===== src/main_pkg.sv =====
`default_nettype none
//~~~~~~~~~~~~~~~~~~~~~~~~~~~~~~~~~~~~~~~~~~~~~~~~~~~~~~~~~~~~~~~~~~~~~~~~~~
// main CPU bus shared definitions
// memory map, sizes, access opcodes and engine states
//~~~~~~~~~~~~~~~~~~~~~~~~~~~~~~~~~~~~~~~~~~~~~~~~~~~~~~~~~~~~~~~~~~~~~~~~~~

package main_pkg;

    // bus and memory widths
    localparam int CPU_AW = 16;
    localparam int ROM_AW = 17;
    localparam int RAM_AW = 11;
    localparam int BANK_W = 3;

    // ROM windows
    localparam int FIXED_WIN_AW = 15;
    localparam int BANK_WIN_AW  = 14;
    localparam logic [BANK_W-1:0] BANK_OFFSET = 3'd2;

    // page decode, compared against the top address bits
    // 0x1800-0x1fff
    localparam logic [4:0] RAM_PAGE  = 5'b00011;
    localparam logic [7:0] CAB_PAGE  = 8'h0a;
    localparam logic [7:0] SYS_PAGE  = 8'h0b;
    localparam logic [7:0] BANK_PAGE = 8'h0c;

    // access queue
    localparam int FIFO_DEPTH = 4;
    localparam int FIFO_PTR_W = $clog2(FIFO_DEPTH);
    localparam int FIFO_CNT_W = FIFO_PTR_W + 1;

    // unmapped reads
    localparam logic [7:0] OPEN_BUS = 8'hff;

    typedef enum logic [2:0] {
        OP_ROM_RD,
        OP_RAM_RD,
        OP_RAM_WR,
        OP_CAB_RD,
        OP_SYS_RD,
        OP_OPEN_RD
    } access_op_t;

    typedef enum logic [1:0] {
        ST_IDLE,
        ST_ROM_WAIT,
        ST_RAM_WAIT,
        ST_RESP
    } engine_state_t;

endpackage

`default_nettype wire


===== src/bus_decoder.sv =====
`timescale 1ns/1ns
`default_nettype none
//~~~~~~~~~~~~~~~~~~~~~~~~~~~~~~~~~~~~~~~~~~~~~~~~~~~~~~~~~~~~~~~~~~~~~~~~~~
// CPU bus decoder that classifies cycles by the memory map
// holds the ROM bank register and emits queued accesses
//~~~~~~~~~~~~~~~~~~~~~~~~~~~~~~~~~~~~~~~~~~~~~~~~~~~~~~~~~~~~~~~~~~~~~~~~~~

module bus_decoder (
    input  logic                          clk,
    input  logic                          rst,
    // CPU side
    input  logic                          req_valid,
    output logic                          req_ready,
    input  logic [main_pkg::CPU_AW-1:0]   req_addr,
    input  logic                          req_rnw,
    input  logic [7:0]                    req_wdata,
    // queue side
    output logic                          acc_valid,
    input  logic                          acc_ready,
    output main_pkg::access_op_t          acc_op,
    output logic [main_pkg::ROM_AW-1:0]   acc_addr,
    output logic [7:0]                    acc_wdata
);
    import main_pkg::*;

    logic [BANK_W-1:0] bank;
    logic [BANK_W-1:0] bank_win;
    logic [7:0]        page;
    logic              rom_fixed;
    logic              rom_banked;
    logic              ram_hit;
    logic              bank_wr;
    logic              push;

    assign page       = req_addr[CPU_AW-1 -: 8];
    // 0x8000-0xffff
    assign rom_fixed  = req_addr[CPU_AW-1];
    // 0x4000-0x7fff
    assign rom_banked = req_addr[CPU_AW-1 -: 2] == 2'b01;
    assign ram_hit    = req_addr[CPU_AW-1 -: 5] == RAM_PAGE;
    assign bank_wr    = !req_rnw && page == BANK_PAGE;

    // banked window sits two pages above the bank number
    assign bank_win   = bank + BANK_OFFSET;

    always_comb begin
        acc_op   = OP_OPEN_RD;
        acc_addr = '0;
        // every read yields a byte but writes go out only when mapped
        push     = req_rnw;
        if (ram_hit) begin
            acc_op   = req_rnw ? OP_RAM_RD : OP_RAM_WR;
            acc_addr = {{(ROM_AW-RAM_AW){1'b0}}, req_addr[RAM_AW-1:0]};
            push     = 1'b1;
        end else if (req_rnw) begin
            if (rom_fixed) begin
                acc_op   = OP_ROM_RD;
                acc_addr = {{(ROM_AW-FIXED_WIN_AW){1'b0}}, req_addr[FIXED_WIN_AW-1:0]};
            end else if (rom_banked) begin
                acc_op   = OP_ROM_RD;
                acc_addr = {bank_win, req_addr[BANK_WIN_AW-1:0]};
            end else if (page == CAB_PAGE) begin
                acc_op   = OP_CAB_RD;
                // player select only
                acc_addr = {{(ROM_AW-1){1'b0}}, req_addr[0]};
            end else if (page == SYS_PAGE) begin
                acc_op   = OP_SYS_RD;
            end
        end
    end

    // a request is taken whenever the queue has room
    assign req_ready = acc_ready;
    assign acc_valid = req_valid && push;
    assign acc_wdata = req_wdata;

    always_ff @(posedge clk) begin
        if (rst) begin
            bank <= '0;
        end else if (req_valid && req_ready && bank_wr) begin
            bank <= req_wdata[BANK_W-1:0];
        end
    end

    // only RAM writes reach the queue
    assert property (@(posedge clk) disable iff (rst)
        acc_valid && !req_rnw |-> acc_op == OP_RAM_WR);

endmodule

`default_nettype wire


===== config.mk =====
export PLATFORM = sky130hd
export DESIGN_NAME = bus_decoder
export DESIGN_NICKNAME = d
export VERILOG_FILES = /design/src/main_pkg.sv /design/src/bus_decoder.sv
export SDC_FILE = /design/constraint.sdc
export NUM_CORES = 1
export LEC_CHECK = 0
export BUFFER_PORTS_ARGS = -buffer_cell sky130_fd_sc_hd__clkbuf_2
export CAP_MARGIN = 0
export CORE_MARGIN = 4
export CORE_UTILIZATION = 33
export DETAILED_ROUTE_END_ITERATION = 7
export PLACE_DENSITY = 0.83
export SLEW_MARGIN = 40
export SYNTH_ARGS = -nofsm -noshare
export SYNTH_HDL_FRONTEND = slang
export SYNTH_SLANG_ARGS = --single-unit
export TNS_END_PERCENT = 20

===== constraint.sdc =====
create_clock -name clk -period 3.3 [get_ports clk]
set_clock_uncertainty 0.2 [all_clocks]
set_input_delay 0.495 -clock clk [delete_from_list [all_inputs] [get_ports clk]]
set_output_delay 0.495 -clock clk [all_outputs]
set_load 0.1 [all_outputs]

==> metrics.txt <==
initial DRC count 1; multi-input logic area slightly above 300 um^2; largest net degree at the start of global routing 13; Crit path top cell by count clkbuf_2; Seq. cell area 60.1 um^2; Post-synth EDFFs 0; max reg flops 3; CTS max path bufs 2; CTS tree done; Startpoint Class input pin; top flop regs bank x3; critical path's slowest cell a21oi_1; WP data arrival about 2.2 ns; die extent in x about 45 um; period utilization between 80% and 90%; fillcell total roughly 130; CP Capture Type primary output; Detailed Place HPWL roughly 1200 um; Post-CTS Setup Bufs 0; Cells after DPL around 110; clk root buf clkbuf_4; Post-CTS Resized 0; asr flop ratio synth 0%; placer's final routability congestion estimate slightly below 0.7; switching power share of the total 58.8%; post-layout min period ~2.8 ns; Gate power share between 60% and 70%; H-tree levels 1; Fmax between 300 and 400 MHz; global-route wire length before repair between 1500 and 2000 um; Setup CP Type in -> out; I/O pin cnt between 50 and 60; die area approximately 2000 um^2; Pint ~0.00011 W; CTS sink count 3; Reg with most FFs bank; FP Rows 13; ANT cells 0; Pwr Density ~420 nW/um^2; crit-path max FO 12; total track usage around an eighth; Ys Warns 0; Final Setup Violations 0; wire per inst about 11 um; Mapped Cells 60; drt first pass iters 2; critical path cell sequence clkbuf_2, o21a_1, a21oi_1, and2_1, clkbuf_2; RSZ-0062 raised after global routing false; worst path buffer plus inverter count 2; unique cell type count in the Yosys netlist 19; core area between 1000 and 1500 um^2; gr ovfl total 0; Vias between 500 and 600; Synth Flop Type dfxtp_1; DRT Wirelength between 1000 and 1500 um; ratio of cells with drive above 1 in the final layout between 50 and 60%; Post-DRT Antenna Nets 0; Rel. slew slack about half; Initial Util a little over a third; post-route setup TNS 0 ns; clk_lat worst skew around 0.23 ns; worst endpoint required time approximately 2.6 ns; clock-pin slew on the worst setup and hold paths around 0.04 ns; synthesized area around 450 um^2; Layout area overhead 44.8%; Die Y 45.0 um; post-layout util 50.4%; initial antenna violation count 0; synthesized area per cell 7.55 um^2; crit-path leading delay family compound AO/OA/AOI/OAI gates; # DRC 0; sequential share of the synthesized area around an eighth; Hold Crit Class reg -> reg; number of synthesized register bits 3; # port buffers 48; syn_nets 89; critical path's largest stage delay 0.59 ns; drt via density around 4.6; measured slew at the worst slew-check pin between 0.7 and 0.8 ns; fin. max-slew vios 0; sequential share of power 13.3%; final hold vios 0; non-filler cells in the finished layout about 120; Sw Pwr approximately 0.00016 W; Nets around 130; MaxCap Viol Count 0; vias in the first global route 427; cts hold-fix bufs 0; clock power share 23.6%; Num CTS Buffers 3; LEAKAGE about 0.34 nW; outcome completed; Peak VDD IR between 150 and 200 uV
[cells in the mapped netlist, types with 2 or more instances]
cell      count  area, um^2
buf_4        11        82.6
nand2_1       3        11.3
dfxtp_1       3        60.1
nor4bb_1      2        20.0
a21oi_1       2        10.0
and2_1        4        25.0
nor2b_1      12        75.1
nor3_1        2        10.0
nor2_1        4        15.0
mux2i_1       3        30.0
nand2b_1      6        37.5
[power groups by stage]
| stage | logic (W) | clock network (W) | registers, W |
|---|---|---|---|
| after CTS | 0.000173 | 0.0000694 | 0.0000365 |
| after floorplan | 0.000171 | 0 | 0.0000370 |
| after detailed placement | 0.000173 | 0 | 0.0000370 |
| after global routing | 0.000178 | 0.0000730 | 0.0000364 |
| final | 0.000172 | 0.0000646 | 0.0000365 |
| after global placement | 0.000172 | 0 | 0.0000370 |
[layout by cell type (no fill, tap or decap)]
master,count
a21boi_1,1
a21oi_1,2
a31o_2,1
and2_1,4
and4_1,1
clkbuf_1,1
clkbuf_2,48
clkbuf_4,3
dfxtp_1,3
mux2i_1,3
nand2_1,3
nand2b_1,6
nand4_1,1
nor2_1,4
nor2b_1,12
nor3_1,2
nor4b_4,1
nor4bb_1,2
o21a_1,1
o21ai_1,1
xnor2_1,1
[through the flow]
stage	worst slack [ns]	hold slack, ns	power [W]	cell area (um^2)
after floorplan	-0.0273	0.248	0.000208	453
after global placement	0.533	0.268	0.000209	629
after detailed placement	0.445	0.277	0.000210	629
after CTS	0.442	0.282	0.000279	656
after global routing	0.358	0.300	0.000288	656
final	0.452	0.271	0.000273	656
[worst min-delay path, cell delays in order (launching register included)]
cell and delay [ns]:
dfxtp_1 0.30, nand2b_1 0.06, mux2i_1 0.06
[path summary, 6_finish.rpt]
| path | cells past startpoint | start | to | slack, ns |
|---|---|---|---|---|
| max | 5 | req_addr[15] | acc_op[2] | 0.45 |
| min | 2 | bank[0] | bank[0] | 0.27 |
| max reg2reg | 2 | bank[1] | bank[1] | 2.48 |
| min reg2reg | 2 | bank[0] | bank[0] | 0.27 |
[cells by family after synthesis]
logic type / share of synthesized area [%]
compound gates: 8.56
xor+xnor: 1.93
buf+inv: 18.2
flops: 13.3
mux: 6.63
simple gates: 51.4
[per-layer routing]
| layer | wire length, um | part of all wire [%] | track usage [%] |
|---|---|---|---|
| met5 | 0 | 0 | 0 |
| met4 | 0 | 0 | 5.26 |
| met3 | 250 | 19 | 5.98 |
| met2 | 629 | 48 | 21.8 |
| met1 | 435 | 33 | 12.0 |
[area by class of cell]
cell class	instances	area share (%)
clock buffer	4	4.01
multi-input combinational	46	47.3
sequential	3	9.16
timing repair buffer	48	36.6
tap	15	2.86
No activity file was read; power rests on OpenSTA's default activity.
