==> src/main_pkg.sv <==
`default_nettype none
//~~~~~~~~~~~~~~~~~~~~~~~~~~~~~~~~~~~~~~~~~~~~~~~~~~~~~~~~~~~~~~~~~~~~~~~~~~
// main CPU bus shared definitions
// memory map, sizes, access opcodes and engine states
//~~~~~~~~~~~~~~~~~~~~~~~~~~~~~~~~~~~~~~~~~~~~~~~~~~~~~~~~~~~~~~~~~~~~~~~~~~

package main_pkg;

    // bus and memory widths
    localparam int CPU_AW = 16;
    localparam int ROM_AW = 17;
    localparam int RAM_AW = 11;
    localparam int BANK_W = 3;

    // ROM windows
    localparam int FIXED_WIN_AW = 15;
    localparam int BANK_WIN_AW  = 14;
    localparam logic [BANK_W-1:0] BANK_OFFSET = 3'd2;

    // page decode, compared against the top address bits
    // 0x1800-0x1fff
    localparam logic [4:0] RAM_PAGE  = 5'b00011;
    localparam logic [7:0] CAB_PAGE  = 8'h0a;
    localparam logic [7:0] SYS_PAGE  = 8'h0b;
    localparam logic [7:0] BANK_PAGE = 8'h0c;

    // access queue
    localparam int FIFO_DEPTH = 4;
    localparam int FIFO_PTR_W = $clog2(FIFO_DEPTH);
    localparam int FIFO_CNT_W = FIFO_PTR_W + 1;

    // unmapped reads
    localparam logic [7:0] OPEN_BUS = 8'hff;

    typedef enum logic [2:0] {
        OP_ROM_RD,
        OP_RAM_RD,
        OP_RAM_WR,
        OP_CAB_RD,
        OP_SYS_RD,
        OP_OPEN_RD
    } access_op_t;

    typedef enum logic [1:0] {
        ST_IDLE,
        ST_ROM_WAIT,
        ST_RAM_WAIT,
        ST_RESP
    } engine_state_t;

endpackage

`default_nettype wire

==> src/access_fifo.sv <==
`timescale 1ns/1ns
`default_nettype none
//~~~~~~~~~~~~~~~~~~~~~~~~~~~~~~~~~~~~~~~~~~~~~~~~~~~~~~~~~~~~~~~~~~~~~~~~~~
// access queue between decoder and execution engine
//~~~~~~~~~~~~~~~~~~~~~~~~~~~~~~~~~~~~~~~~~~~~~~~~~~~~~~~~~~~~~~~~~~~~~~~~~~

module access_fifo (
    input  logic                          clk,
    input  logic                          rst,
    input  logic                          in_valid,
    output logic                          in_ready,
    input  main_pkg::access_op_t          in_op,
    input  logic [main_pkg::ROM_AW-1:0]   in_addr,
    input  logic [7:0]                    in_wdata,
    output logic                          out_valid,
    input  logic                          out_ready,
    output main_pkg::access_op_t          out_op,
    output logic [main_pkg::ROM_AW-1:0]   out_addr,
    output logic [7:0]                    out_wdata
);
    import main_pkg::*;

    access_op_t          op_mem   [FIFO_DEPTH];
    logic [ROM_AW-1:0]   addr_mem [FIFO_DEPTH];
    logic [7:0]          data_mem [FIFO_DEPTH];
    logic [FIFO_PTR_W-1:0] wr_ptr;
    logic [FIFO_PTR_W-1:0] rd_ptr;
    logic [FIFO_CNT_W-1:0] count;
    logic                push;
    logic                pop;

    assign in_ready  = count != FIFO_CNT_W'(FIFO_DEPTH);
    assign out_valid = count != '0;
    assign push      = in_valid && in_ready;
    assign pop       = out_valid && out_ready;

    // registered storage with no bypass from input to output
    assign out_op    = op_mem[rd_ptr];
    assign out_addr  = addr_mem[rd_ptr];
    assign out_wdata = data_mem[rd_ptr];

    always_ff @(posedge clk) begin
        if (push) begin
            op_mem[wr_ptr]   <= in_op;
            addr_mem[wr_ptr] <= in_addr;
            data_mem[wr_ptr] <= in_wdata;
        end
    end

    // pointers wrap naturally since the depth is a power of two
    always_ff @(posedge clk) begin
        if (rst) begin
            wr_ptr <= '0;
            rd_ptr <= '0;
            count  <= '0;
        end else begin
            if (push) wr_ptr <= wr_ptr + 1'b1;
            if (pop)  rd_ptr <= rd_ptr + 1'b1;
            case ({push, pop})
                2'b10:   count <= count + 1'b1;
                2'b01:   count <= count - 1'b1;
                default: count <= count;
            endcase
        end
    end

    // occupancy never passes the depth
    assert property (@(posedge clk) disable iff (rst)
        count <= FIFO_CNT_W'(FIFO_DEPTH));
    // pointer distance tracks occupancy
    assert property (@(posedge clk) disable iff (rst)
        wr_ptr - rd_ptr == count[FIFO_PTR_W-1:0]);

endmodule

`default_nettype wire

==> config.mk <==
export PLATFORM = sky130hd
export DESIGN_NAME = access_fifo
export DESIGN_NICKNAME = d
export VERILOG_FILES = /design/src/main_pkg.sv /design/src/access_fifo.sv
export SDC_FILE = /design/constraint.sdc
export NUM_CORES = 1
export LEC_CHECK = 0
export ABC_AREA = 1
export BUFFER_PORTS_ARGS = -buffer_cell sky130_fd_sc_hd__buf_2
export CAP_MARGIN = 20
export CORE_UTILIZATION = 40
export DETAILED_ROUTE_END_ITERATION = 8
export REMOVE_ABC_BUFFERS = 1
export SKIP_CTS_REPAIR_TIMING = 1
export SLEW_MARGIN = 20
export SYNTH_ARGS = -nofsm -noshare
export SYNTH_HDL_FRONTEND = slang
export SYNTH_SLANG_ARGS = --single-unit
==> constraint.sdc <==
create_clock -name clk -period 2.3 [get_ports clk]
set_input_delay 0.23 -clock clk [delete_from_list [all_inputs] [get_ports clk]]
set_output_delay 0.23 -clock clk [all_outputs]
set_load 0.01 [all_outputs]
==> results of run 1 <==
[layout by cell type (no fill, tap or decap)]
cell type / n
clkbuf_16: 17
o21ai_0: 43
a21oi_1: 5
ha_1: 5
buf_2: 61
clkinv_1: 3
dfxtp_4: 1
edfxtp_1: 112
o22ai_1: 28
inv_2: 1
nor2_4: 4
bufinv_16: 5
nor2_1: 62
nand3_1: 5
nand2_1: 15
clkinv_2: 4
inv_1: 16
clkbuf_1: 3
fa_1: 1
o21ai_1: 15
dfxtp_1: 8
buf_12: 4
buf_4: 6
[per-layer routing]
layer | vias up | wire, um
met5 | - | 0
met1 | 1368 | 3910
met3 | 11 | 480
met4 | 0 | 113
met2 | 66 | 4350
li1 | 1385 | -
[through the flow]
step	TNS [ns]	hold slack [ns]	utilization [%]
2_1_floorplan	-1.39	0.299	-
3_3_place_gp	0	0.445	46.5
3_5_place_dp	0	0.447	46.5
4_1_cts	0	0.0308	52.0
5_1_grt	0	0.0381	52.1
6_report	0	0.0380	52.1
[worst paths after layout]
check                    startpoint                     end  slack, ns  depth (start not counted)
max                            flop             out_addr[2]       0.28                          4
min                             rst  wr_ptr[1]$_SDFFE_PP0P_       0.04                          2
max reg2reg   count[1]$_SDFFE_PP0P_   count[2]$_SDFFE_PP0P_       0.55                         13
min reg2reg  wr_ptr[0]$_SDFFE_PP0P_  wr_ptr[0]$_SDFFE_PP0P_       0.50                          2
[synth_stat cells]
master / n
a21oi_1: 5
buf_2: 3
buf_4: 1
buf_6: 6
clkbuf_1: 7
clkinv_1: 1
dfxtp_1: 9
edfxtp_1: 112
fa_1: 1
ha_1: 5
inv_1: 16
inv_2: 1
nand2_1: 15
nand3_1: 5
nor2_1: 66
o21ai_0: 43
o21ai_1: 15
o22ai_1: 28
[logic make-up after synthesis]
| family | Yosys count | share of synthesized area (%) |
|---|---|---|
| simple gates | 86 | 7.11 |
| flops | 121 | 76.5 |
| buf+inv | 35 | 3.97 |
| fa+ha+maj | 6 | 1.78 |
| compound gates | 91 | 10.6 |
[power by group through the flow]
stage | logic [W] | clock network, W | registers (W)
detailed placement | 0.00139 | 0 | 0.00277
finish | 0.00138 | 0.00273 | 0.00273
global route | 0.00153 | 0.00286 | 0.00275
global placement | 0.00136 | 0 | 0.00276
floorplan | 0.000744 | 0 | 0.00278
CTS | 0.00140 | 0.00277 | 0.00273
[registers in the layout, summed over array words and instances (netlist names), named ones only]
register	count
addr_mem	68
data_mem	32
op_mem	12
count	3
rd_ptr	2
wr_ptr	2
[critical path: stages (launching register included)]
cell and delay, ns:
dfxtp_4 0.51, buf_4 0.37, o21ai_0 0.14, o22ai_1 0.21
buf_2 0.17
[layout make-up]
type / count / area share, %
Multi-Input combinational cell: 183 / 16.2
Sequential cell: 121 / 61.5
Timing Repair Buffer: 71 / 7.46
Clock buffer: 20 / 7.57
Inverter: 18 / 1.17
Tap cell: 140 / 3.04
Clock inverter: 11 / 3.08
==> impl_metrics.csv, run 1 <==
group,metric,value,unit
run_status,status,"finished clean",
timing,fin_worst_skew,0.00552,ns
timing,drv_slew,0,
timing,relSlewSlack,70.3,%
route,firstDrtPassIters,5,
floorplan,io_pins,62,
route,post_drt_wl_per_cell,15.7,um
pwr,switching_power,0.00181,W
logic_synthesis,ys_seq_area_share,76.5,%
job,max_cap_violations,0,
clock_network,cts_sinks,121,
timing,tightest_slew,0.445,ns
floorplan,core-area,0.0111,sq mm
floorplan,rows,38,
logic_synthesis,syn_avg_cell_area,13.7,sq um
logic_synthesis,ys_ff_latch,121,
pwr,leakagePower,2.11,nW
critical_path,worstPathRequired,2.07,ns
placement,port_buffers,61,
pwr,clock_power_share,40.0,%
route,ant_nets,0,
critical_path,cp-start-kind,"flop",
route,drtIter0Drc,172,
layout,diodes,0,
logic_synthesis,synth_area,0.00463,sq mm
layout,ff_latch_area,0.00355,sq mm
timing,post-route-min-period,2.02,ns
pwr,finalPower,0.00684,W
timing,rsz0062_at_grt,"no",
critical_path,crit_type,"reg2out",
floorplan,die_y,110,um
placement,place_congestion,0.770,
global_route,antenna_found_initial,0,
timing,max_freq,495,MHz
hold_path,worst_hold_path_type,"in2reg",
global_route,grt_pass1_wl,13700,um
global_route,use_met1,18.3,%
route,drt-total-wl,8850,um
placement,dpl_worst_slack,0.523,ns
timing,setup-violations-final,0,
global_route,gr-total-overflow,0,
layout,fill_cells,942,
timing,hold_viol_final,0,
layout,drive_gt1_share,24.3,%
layout,syn2layout_area_growth,24.6,%
clock_network,cts_root_buffer,"clkbuf_16",
layout,final_cells,564,
global_route,grt_util_met2,27.1,%
placement,place_inst,533,
logic_synthesis,synthTopCellsByArea,"edfxtp_1, nor2_1, o21ai_0",
critical_path,cp_data_arrival_time,1.79,ns
layout,nNetsFinal,450,
global_route,grt_max_degree,31,
route,detailroute.via_count,2830,
timing,period_share,87.8,%
logic_synthesis,syn-instance-count,339,
layout,multi_input_area,932,sq um
route,viasPerCell,5.02,
floorplan,start_util,41.8,%
pwr,powerDensity,1190,mW/mm^2
critical_path,cp_max_fo,30,
pwr,p_comb_share,20.1,%
clock_network,path_clk_slew,0.05,ns
pwr,internal_power,0.00503,W
global_route,track_usage,16.0,%
logic_synthesis,yosysUniqueCellTypes,18,
clock_network,insertion_delay,0.39,ns
clock_network,cts.path.max_buffers,2,
floorplan,die-area,0.0120,sq mm
floorplan,dieWidth,110,um
critical_path,end_kind,"output port",
pwr,p_sw_share,26.5,%
clock_network,cts_tree,"built",
layout,fin_area,0.00577,sq mm
placement,hpwl,5240,um
clock_network,cts_buffers,17,
placement,placed_area,0.00515,sq mm
global_route,grt_pass1_vias,2812,
logic_synthesis,synth_area_leader_cell,"edfxtp_1",
logic_synthesis,synth.top_cell.area_share,72.6,%
timing,fin_ws,0.281,ns
pwr,pwr-share-seq,39.9,%
clock_network,htree_levels,4,
pwr,peakVddDrop,0.615,mV
global_route,grt_use_met3,6.11,%
logic_synthesis,yosysWarnings,0,
global_route,grt-busiest-layer,"met2",
route,drcViolationCount,0,
Note: power is estimated with default switching activity, not from simulation.
==> run 2, diff against run 1 <==
--- a/config.mk
+++ b/config.mk
@@ -10,6 +10,7 @@
 export CAP_MARGIN = 20
 export CORE_UTILIZATION = 40
 export DETAILED_ROUTE_END_ITERATION = 8
+export GPL_TIMING_DRIVEN = 0
 export REMOVE_ABC_BUFFERS = 1
 export SKIP_CTS_REPAIR_TIMING = 1
 export SLEW_MARGIN = 20
==> constraint.sdc (replaced) <==
create_clock -name clk -period 2.6 [get_ports clk]
set_input_delay 0.26 -clock clk [delete_from_list [all_inputs] [get_ports clk]]
set_output_delay 0.26 -clock clk [all_outputs]
set_load 0.01 [all_outputs]
==> run 2 against run 1 <==
Against the previous run: wire length up 2.6%; clock skew up 0.00052 ns; utilization up 0.47 points; sequential cell count stayed put; via count is 1.1% higher; non-clock buffer count decreased by 4; sequential share of layout area down 0.58 points; power decreased by 9.8%; largest cell class unchanged; largest power group is now the clock network.
==> impl_metrics.csv, run 2 (synthesis gave the netlist of run 1 again) <==
group,metric,value,unit
run_status,status,"finished clean",
layout,final_cell_mix,"edfxtp_1, nor2_1, buf_2, o21ai_0, o22ai_1",
floorplan,rows,38,
global_route,antenna_found_initial,0,
critical_path,cp_max_fo,30,
critical_path,worstPathRequired,2.34,ns
placement,hpwl,5240,um
timing,rsz0062_at_grt,"no",
floorplan,core-area,0.0111,sq mm
route,drt-total-wl,9080,um
floorplan,dieWidth,110,um
placement,placed_area,0.00515,sq mm
timing,post-route-min-period,2.43,ns
floorplan,io_pins,62,
clock_network,cts_sinks,121,
placement,place_congestion,0.753,
global_route,grt_pass1_vias,2670,
route,drtIter0Drc,170,
pwr,leakagePower,2.10,nW
floorplan,start_util,41.8,%
critical_path,end_kind,"output port",
hold_path,worst_hold_path_type,"in2reg",
layout,reg.largest.list,"addr_mem (68), data_mem (32), op_mem (12)",
clock_network,cts_tree,"built",
global_route,grt_pass1_wl,13600,um
clock_network,cts.path.max_buffers,2,
critical_path,cp-start-kind,"flop",
layout,diodes,0,
layout,fin_area,0.00582,sq mm
clock_network,insertion_delay,0.41,ns
floorplan,die_y,110,um
hold_path,min_path_cells,2,
layout,fill_cells,932,
global_route,grt_use_met3,6.88,%
pwr,peakVddDrop,0.723,mV
timing,relSlewSlack,56.0,%
global_route,grt-busiest-layer,"met2",
layout,drive_gt1_share,25.4,%
route,detailroute.via_count,2861,
timing,tightest_slew,0.660,ns
route,post_drt_wl_per_cell,16.2,um
pwr,powerDensity,1060,mW/mm^2
critical_path,crit_type,"reg2out",
timing,fin_ws,0.167,ns
timing,hold_viol_final,0,
route,ant_nets,0,
placement,port_buffers,61,
global_route,track_usage,16.2,%
placement,dpl_worst_slack,-0.553,ns
clock_network,cts_root_buffer,"clkbuf_16",
global_route,gr-total-overflow,0,
global_route,grt_max_degree,57,
global_route,use_met1,17.8,%
timing,setup_tns,0,ns
job,max_cap_violations,0,
layout,nNetsFinal,447,
layout,final_common_cell,"edfxtp_1",
clock_network,cts_buffers,17,
route,firstDrtPassIters,4,
timing,drv_slew,0,
route,viasPerCell,5.09,
timing,setup-violations-final,0,
layout,largest_register,"addr_mem",
route,drcViolationCount,0,
layout,syn2layout_area_growth,25.7,%
clock_network,htree_levels,4,
clock_network,path_clk_slew,0.05,ns
timing,holdWs,0.0541,ns
timing,max_freq,411,MHz
timing,period_share,93.6,%
floorplan,die-area,0.0120,sq mm
global_route,grt_util_met2,27.2,%
critical_path,reg2reg_depth,12,
timing,fin_worst_skew,0.00604,ns
layout,largest_reg_flops,68,
critical_path,cp_data_arrival_time,2.17,ns
[run 2: per-stage QoR]
step	instances	power (W)	util [%]
after global routing	562	0.00645	52.5
final	562	0.00617	52.5
after CTS	560	0.00623	52.3
after detailed placement	528	0.00368	46.5
after floorplan	322	0.00312	-
after global placement	523	0.00358	45.1
[run 2: metal layers]
layer / up-vias / share of wire, %
li1: 1390 / -
met1: 1393 / 42
met2: 67 / 50
met3: 11 / 6.5
met4: 0 / 1.3
met5: - / 0
[run 2: cell type report]
class,instances,area (sq um),area share [%]
inverters,18,73.8,1.27
repair buffers,67,435,7.48
repair inverters,1,7.51,0.129
clock inverters,14,220,3.78
flip-flops and latches,121,3550,60.9
multi-input cells,183,932,16.0
clock buffers,18,429,7.37
well taps,140,175,3.01
[run 2: final timing paths]
check	from	to	slack [ns]
hold reg to reg	rd_ptr[1]$_SDFFE_PP0P_	flop	0.50
setup / recovery	flop	out_addr[8]	0.17
setup reg to reg	count[1]$_SDFFE_PP0P_	count[2]$_SDFFE_PP0P_	0.51
hold / removal	rst	wr_ptr[1]$_SDFFE_PP0P_	0.05
[run 2: critical path: stages, from the launching register on]
cell and delay, ns:
dfxtp_2 0.74, clkinvlp_4 0.56, o21ai_0 0.19, o22ai_1 0.11, buf_2 0.15
[run 2: power breakdown]
group	total (W)	internal (W)	switching [W]	leakage [nW]
clock network	0.00254	0.00171	0.000834	0.304
registers	0.00242	0.00232	0.0000970	1.10
logic	0.00121	0.000437	0.000773	0.693
total	0.00617	0.00446	0.00170	2.10
